**config.mk**
```make
export PLATFORM = sky130hd
export DESIGN_NAME = color_convert
export DESIGN_NICKNAME = d
export VERILOG_FILES = /design/src/jpeg_front_pkg.sv /design/src/color_convert.sv
export SDC_FILE = /design/constraint.sdc
export NUM_CORES = 1
export LEC_CHECK = 0
export ABC_AREA = 1
export BUFFER_PORTS_ARGS = -buffer_cell sky130_fd_sc_hd__buf_2
export CAP_MARGIN = 20
export CORE_ASPECT_RATIO = 1.2
export CORE_UTILIZATION = 61
export CTS_BUF_LIST = sky130_fd_sc_hd__clkbuf_2
export CTS_CLUSTER_SIZE = 12
export DETAILED_ROUTE_END_ITERATION = 10
export GPL_ROUTABILITY_DRIVEN = 0
export PLACE_DENSITY = 0.79
export SETUP_SLACK_MARGIN = 0.05
export SYNTH_ARGS = -nofsm -noshare
export SYNTH_HDL_FRONTEND = slang
export SYNTH_SLANG_ARGS = --single-unit
export TNS_END_PERCENT = 1
```
**constraint.sdc**
```tcl
create_clock -name clk -period 8.87 [get_ports clk]
set_input_delay 0.4435 -clock clk [delete_from_list [all_inputs] [get_ports clk]]
set_output_delay 0.4435 -clock clk [all_outputs]
set_load 0.02 [all_outputs]
```
**src/jpeg_front_pkg.sv**
```systemverilog
/*
 * JPEG encoder front end shared definitions
 * Sample and counter types, sensor limits and the fixed-point
 * RGB to YCbCr conversion matrix
 */
`default_nettype none

package jpeg_front_pkg;

    // ************************************************************************
    // Sensor limits
    // ************************************************************************

    // Largest frame that the counters and the chroma line buffer can hold
    localparam int SENSOR_X_SIZE = 720;
    localparam int SENSOR_Y_SIZE = 720;

    localparam int SAMPLE_W      = 8;
    localparam int PIXEL_COUNT_W = $clog2(SENSOR_X_SIZE);
    localparam int LINE_COUNT_W  = $clog2(SENSOR_Y_SIZE);

    // One stored chroma pair sum for every two pixels of an even line
    localparam int CHROMA_BUF_SIZE = SENSOR_X_SIZE / 2;

    typedef logic [SAMPLE_W-1:0]      sample_t;
    typedef logic [PIXEL_COUNT_W-1:0] pixel_count_t;
    typedef logic [LINE_COUNT_W-1:0]  line_count_t;
    typedef logic [SAMPLE_W:0]        chroma_sum_t;
    typedef logic signed [8:0]        coef_t;

    // ************************************************************************
    // Color conversion, coefficients scaled by 2**COEF_FRAC_W
    // ************************************************************************

    localparam int COEF_FRAC_W = 8;

    localparam coef_t COEF_YR  =  9'sd77;
    localparam coef_t COEF_YG  =  9'sd150;
    localparam coef_t COEF_YB  =  9'sd29;
    localparam coef_t COEF_CBR = -9'sd43;
    localparam coef_t COEF_CBG = -9'sd85;
    localparam coef_t COEF_CBB =  9'sd128;
    localparam coef_t COEF_CRR =  9'sd128;
    localparam coef_t COEF_CRG = -9'sd107;
    localparam coef_t COEF_CRB = -9'sd21;

    // Mid-scale offset so that Cb and Cr are unsigned
    localparam int CHROMA_OFFSET = 128;

endpackage

`default_nettype wire

```
**src/color_convert.sv**
```systemverilog
/*
 * RGB to YCbCr color conversion
 * Two-stage fixed-point pipeline: products, then row sums with
 * rounding, chroma offset and clamping. Framing travels beside
 * the data and the whole stage stalls while hold is high.
 */
`timescale 1ns/1ps
`default_nettype none

module color_convert (
    input  logic                    clk,
    input  logic                    resetn,
    input  jpeg_front_pkg::sample_t r_in,
    input  jpeg_front_pkg::sample_t g_in,
    input  jpeg_front_pkg::sample_t b_in,
    input  logic                    pixel_valid_in,
    input  logic                    frame_valid_in,
    input  logic                    line_valid_in,
    input  logic                    hold,
    output jpeg_front_pkg::sample_t y,
    output jpeg_front_pkg::sample_t cb,
    output jpeg_front_pkg::sample_t cr,
    output logic                    valid,
    output logic                    frame_valid,
    output logic                    line_valid
);
    import jpeg_front_pkg::*;

    // Signed coefficient times zero-extended sample
    typedef logic signed [17:0] product_t;
    // Three products plus rounding and offset with headroom
    typedef logic signed [19:0] acc_t;

    localparam acc_t ROUND_BIAS = acc_t'(1 << (COEF_FRAC_W - 1));

    // Index 0 is the R term, 1 is G, 2 is B
    product_t prod_y  [3];
    product_t prod_cb [3];
    product_t prod_cr [3];

    logic valid_s1;
    logic frame_valid_s1;
    logic line_valid_s1;

    acc_t y_sum;
    acc_t cb_sum;
    acc_t cr_sum;
    acc_t y_scaled;
    acc_t cb_scaled;
    acc_t cr_scaled;

    function automatic product_t mul(input coef_t coef, input sample_t sample);
        return coef * $signed({1'b0, sample});
    endfunction

    function automatic sample_t clamp_sample(input acc_t value);
        sample_t result;
        if (value < 0) begin
            result = '0;
        end else if (value > 255) begin
            result = '1;
        end else begin
            result = value[SAMPLE_W-1:0];
        end
        return result;
    endfunction

    // ************************************************************************
    // Stage 1: nine products
    // ************************************************************************

    always_ff @(posedge clk) begin
        if (!hold) begin
            prod_y[0]  <= mul(COEF_YR, r_in);
            prod_y[1]  <= mul(COEF_YG, g_in);
            prod_y[2]  <= mul(COEF_YB, b_in);
            prod_cb[0] <= mul(COEF_CBR, r_in);
            prod_cb[1] <= mul(COEF_CBG, g_in);
            prod_cb[2] <= mul(COEF_CBB, b_in);
            prod_cr[0] <= mul(COEF_CRR, r_in);
            prod_cr[1] <= mul(COEF_CRG, g_in);
            prod_cr[2] <= mul(COEF_CRB, b_in);
        end
    end

    // ************************************************************************
    // Stage 2: row sums, rounding, offset and clamp
    // ************************************************************************

    always_comb begin
        y_sum  = acc_t'(prod_y[0]) + acc_t'(prod_y[1]) + acc_t'(prod_y[2]) + ROUND_BIAS;
        cb_sum = acc_t'(prod_cb[0]) + acc_t'(prod_cb[1]) + acc_t'(prod_cb[2]) + ROUND_BIAS;
        cr_sum = acc_t'(prod_cr[0]) + acc_t'(prod_cr[1]) + acc_t'(prod_cr[2]) + ROUND_BIAS;

        // Arithmetic shift keeps negative chroma terms negative before the offset
        y_scaled  = y_sum >>> COEF_FRAC_W;
        cb_scaled = (cb_sum >>> COEF_FRAC_W) + acc_t'(CHROMA_OFFSET);
        cr_scaled = (cr_sum >>> COEF_FRAC_W) + acc_t'(CHROMA_OFFSET);
    end

    always_ff @(posedge clk) begin
        if (!hold) begin
            y  <= clamp_sample(y_scaled);
            cb <= clamp_sample(cb_scaled);
            cr <= clamp_sample(cr_scaled);
        end
    end

    // Valid and framing, two deep to match the data
    always_ff @(posedge clk) begin
        if (!resetn) begin
            valid_s1       <= 1'b0;
            frame_valid_s1 <= 1'b0;
            line_valid_s1  <= 1'b0;
            valid          <= 1'b0;
            frame_valid    <= 1'b0;
            line_valid     <= 1'b0;
        end else if (!hold) begin
            valid_s1       <= pixel_valid_in;
            frame_valid_s1 <= frame_valid_in;
            line_valid_s1  <= line_valid_in;
            valid          <= valid_s1;
            frame_valid    <= frame_valid_s1;
            line_valid     <= line_valid_s1;
        end
    end

    // Pixels only arrive inside a line, so none may leave outside one
    assert property (@(posedge clk) disable iff (!resetn) valid |-> line_valid)
        else $error("color_convert: valid high while line_valid is low");

endmodule

`default_nettype wire

```
==> run summary <==
Outcome = completed
Delay contributed by the slowest stage of the critical path = 540 ps
Slew margin rel. = 42.9%
Via count of the first global-routing pass = 12.1k
Worst min path class = in2reg
Total clock sinks = 142
Number of iterations in the first detailed-routing pass = 7
Unique masters post-synth = 42
Cell area after technology mapping = 16,100 um^2
Initial standard-cell utilization of the core = 62.6%
Top fanout value on the critical path = 8
Warnings, synthesis = 0
Ports placed on the boundary = 57
Syn Area/Cell = 9.17 um^2
Total of hold buffers inserted after clock tree synthesis = 13
Unrepaired setup endpoints after global routing = false
Post-CTS Setup Inserts = 0
R2r startpoint = prod_cb[0][1]$_DFFE_PN_
Sum of net half-perimeters after detailed placement = 27.5 mm
Power density normalized to cell area = 366 nW/um^2
End of the worst register-to-register path = cr[0]$_SDFFCE_PN0N_
Clock tree skew after final layout = 37.1 ps
Buf/Inv on CP = 5
Post-cts resize count = 0
Synthesized net count = 2,256
Clock Root Buffer = clkbuf_2
Worst Reg2Reg Path Length in Cells = 22
Post-layout instance area = 17,300 um^2
Initial antenna violation count = 1
Core Footprint = 25,700 um^2
Clock slew at the register clock pins of the worst setup and hold paths = 250 ps
Period Utilization, post-route = 48.2%
TritonCTS clock tree = done
Final setup vio count = 0
Skew-Pair Late Insertion Delay = 760 ps
Max-slew violation total from the final report = 0
Most frequently used cell type in the post-synthesis netlist = inv_1
Total Negative Setup Slacks = 0 ps
Clock buffer count from CTS = 17
Max-capacitance violation count = 0
DIE HEIGHT = 180 um
Path length in cells of the critical path = 17
CP Launch Point = g_in[1]
Main area contributors after synthesis = ha_1 (29%), edfxtp_1 (25%), fa_1 (12%), inv_1 (9.6%), nand2_1 (5.8%)
Die Outline Area = 27,100 um^2
Flip-flop and latch count after synthesis = 142
Largest area contributor in the synthesized netlist = ha_1
Synth Flop Type = edfxtp_1
Wire length of the first global-routing pass = 55.5 mm
Last element of the critical path = prod_cb[0][32]$_DFFE_PN_
Cell chain of the critical path = dlygate4sd3_1, buf_2, inv_1, ha_1, fa_1, inv_1, fa_1, inv_1, fa_1, ha_1, nand2_1, o21ai_0, nor2_1, o21ai_0, a21oi_1, o21ai_0, xor2_1
Leading cell types by count after synthesis = inv_1 (413), ha_1 (372), nand2_1 (250), edfxtp_1 (136), a21oi_1 (109)
Per-cell routed wire length = 15.1 um
Largest net degree at the start of global routing = 77
Flop2flop setup slack = 4990 ps
H-tree levels = 4
NumNets Final = 2,352
Synthesized instance count = 1,755
Routed Antenna Nets = 0
Cell family with most CP delay = adder cells
Kind of launch point of the worst setup path = input pin
EDFF count, synth = 136
Fin crit period = 4270 ps
Cell area after placement = 16,800 um^2
Die Wd = 150 um
Total Routing Usage GR = 26.1%
Achievable frequency = 234 MHz
Floorplan row count = 64
Number of endpoints with negative hold slack in the final report = 0
CP Capture Type = flip-flop
Detailed router's first-iteration violation count = 706
Fraction of final layout cells sized beyond drive strength 1 = 6.22%
Cell with the largest stage delay on the worst path = fa_1
Total power = 6320 uW
Vias post-DR = 11.8k
Data required time of the critical path = 9390 ps
Transition at the pin with the smallest max-transition slack = 856 ps
Layout Area Growth over Synthesis = 7.38%
Clock buffer depth = 2
Routed wire length = 33.2 mm
Endpoint arrival time on the critical path = 4790 ps
Vias per cell = 5.36
Final routed DRC violation total = 0
Grt ovf = 0
Proportion of netlist area held by the largest area contributor = 28.9%
Leakage power total = 0.00937 uW
Async SR Flop Fraction = 0%
Peak supply drop = 560 uV
Critical path class = in2reg
Sequential area share after synthesis = 26.1%
Port-buffer cells = 56
## metrics by stage
step | cells | hold WS [ps] | util, % | worst slack, ps
after floorplan | 1755 | 449 | - | 5020
final | 2195 | 36.2 | 67.3 | 4600
after detailed placement | 2142 | 474 | 65.4 | 4440
after CTS | 2187 | 2.40 | 67.0 | 4680
after global routing | 2195 | 4.92 | 67.3 | 4460
after global placement | 2142 | 457 | 65.4 | 4650
## registers in the layout, summed over array words and instances (netlist names)
signal	flops
prod_cb	41
prod_cr	36
prod_y	35
cb	8
cr	8
y	8
frame_valid	1
frame_valid_s1	1
line_valid	1
line_valid_s1	1
valid	1
valid_s1	1
## tightest hold or removal path, stage by stage
cell and delay [ps]:
buf_2 150, o21ai_0 160, nor2_1 40
## area by class of cell
cell class / instances / area [um^2]
sequential: 142 / 4200
clock inverter: 15 / 195
inverter: 418 / 1570
clock buffer: 17 / 85.1
tap: 330 / 413
multi-input combinational: 1195 / 10300
fill: 1994 / 8410
antenna: 1 / 2.50
timing repair buffer: 77 / 488
## per-layer routing
metal | GRT usage, % | routed length, um | up-vias
met3 | 3.78 | 1470 | 82
met4 | 10.9 | 1310 | 0
met5 | 0 | 0 | -
met1 | 32.7 | 14200 | 5480
li1 | - | - | 5886
met2 | 44.6 | 16200 | 307
## power breakdown
group	total (uW)	internal [uW]	switching [uW]	leakage (uW)
clock	435	145	290	0.000161
sequential	1220	1110	110	0.00138
combinational	4670	1720	2940	0.00783
## cell usage in the layout, fill, tap and decap left out, types with 3 or more instances in the layout
cell type / count
fa_1: 99
o21bai_1: 17
nand2_1: 250
nand3b_1: 4
o31ai_1: 3
buf_2: 56
xnor2_1: 15
clkbuf_2: 17
dlygate4sd3_1: 20
a211oi_1: 3
a21oi_1: 109
inv_2: 5
nand3_1: 71
xor2_1: 57
a21o_1: 6
nor3_1: 11
inv_6: 5
inv_1: 412
edfxtp_1: 136
ha_1: 372
clkinv_4: 3
nand2_2: 7
inv_8: 3
o21ai_0: 38
nor2_1: 90
a31oi_1: 6
dfxtp_1: 6
nand4_1: 9
## worst min-delay path by stage
stage | from | to | depth (start not counted)
global placement | line_valid_s1$_SDFFE_PN0N_ | line_valid_s1$_SDFFE_PN0N_ | 2
finish | hold | frame_valid$_SDFFE_PN0N_ | 3
floorplan | frame_valid_s1$_SDFFE_PN0N_ | frame_valid_s1$_SDFFE_PN0N_ | 2
global route | b_in[2] | prod_cb[0][45]$_DFFE_PN_ | 1
detailed placement | frame_valid$_SDFFE_PN0N_ | frame_valid$_SDFFE_PN0N_ | 2
CTS | r_in[5] | prod_cr[0][12]$_DFFE_PN_ | 1
## kinds of logic (layout without fill, tap and decap cells)
group           Yosys count  in the layout  share of synthesized area [%]
xor+xnor                 73             73                           4.02
compound gates          197            197                           7.02
buf+inv                 418            527                           9.74
other cells               0              1                              0
simple gates            454            454                           11.9
fa+ha+maj               471            471                           41.2
flops                   142            142                           26.1
(Power assumes the default switching activity.)
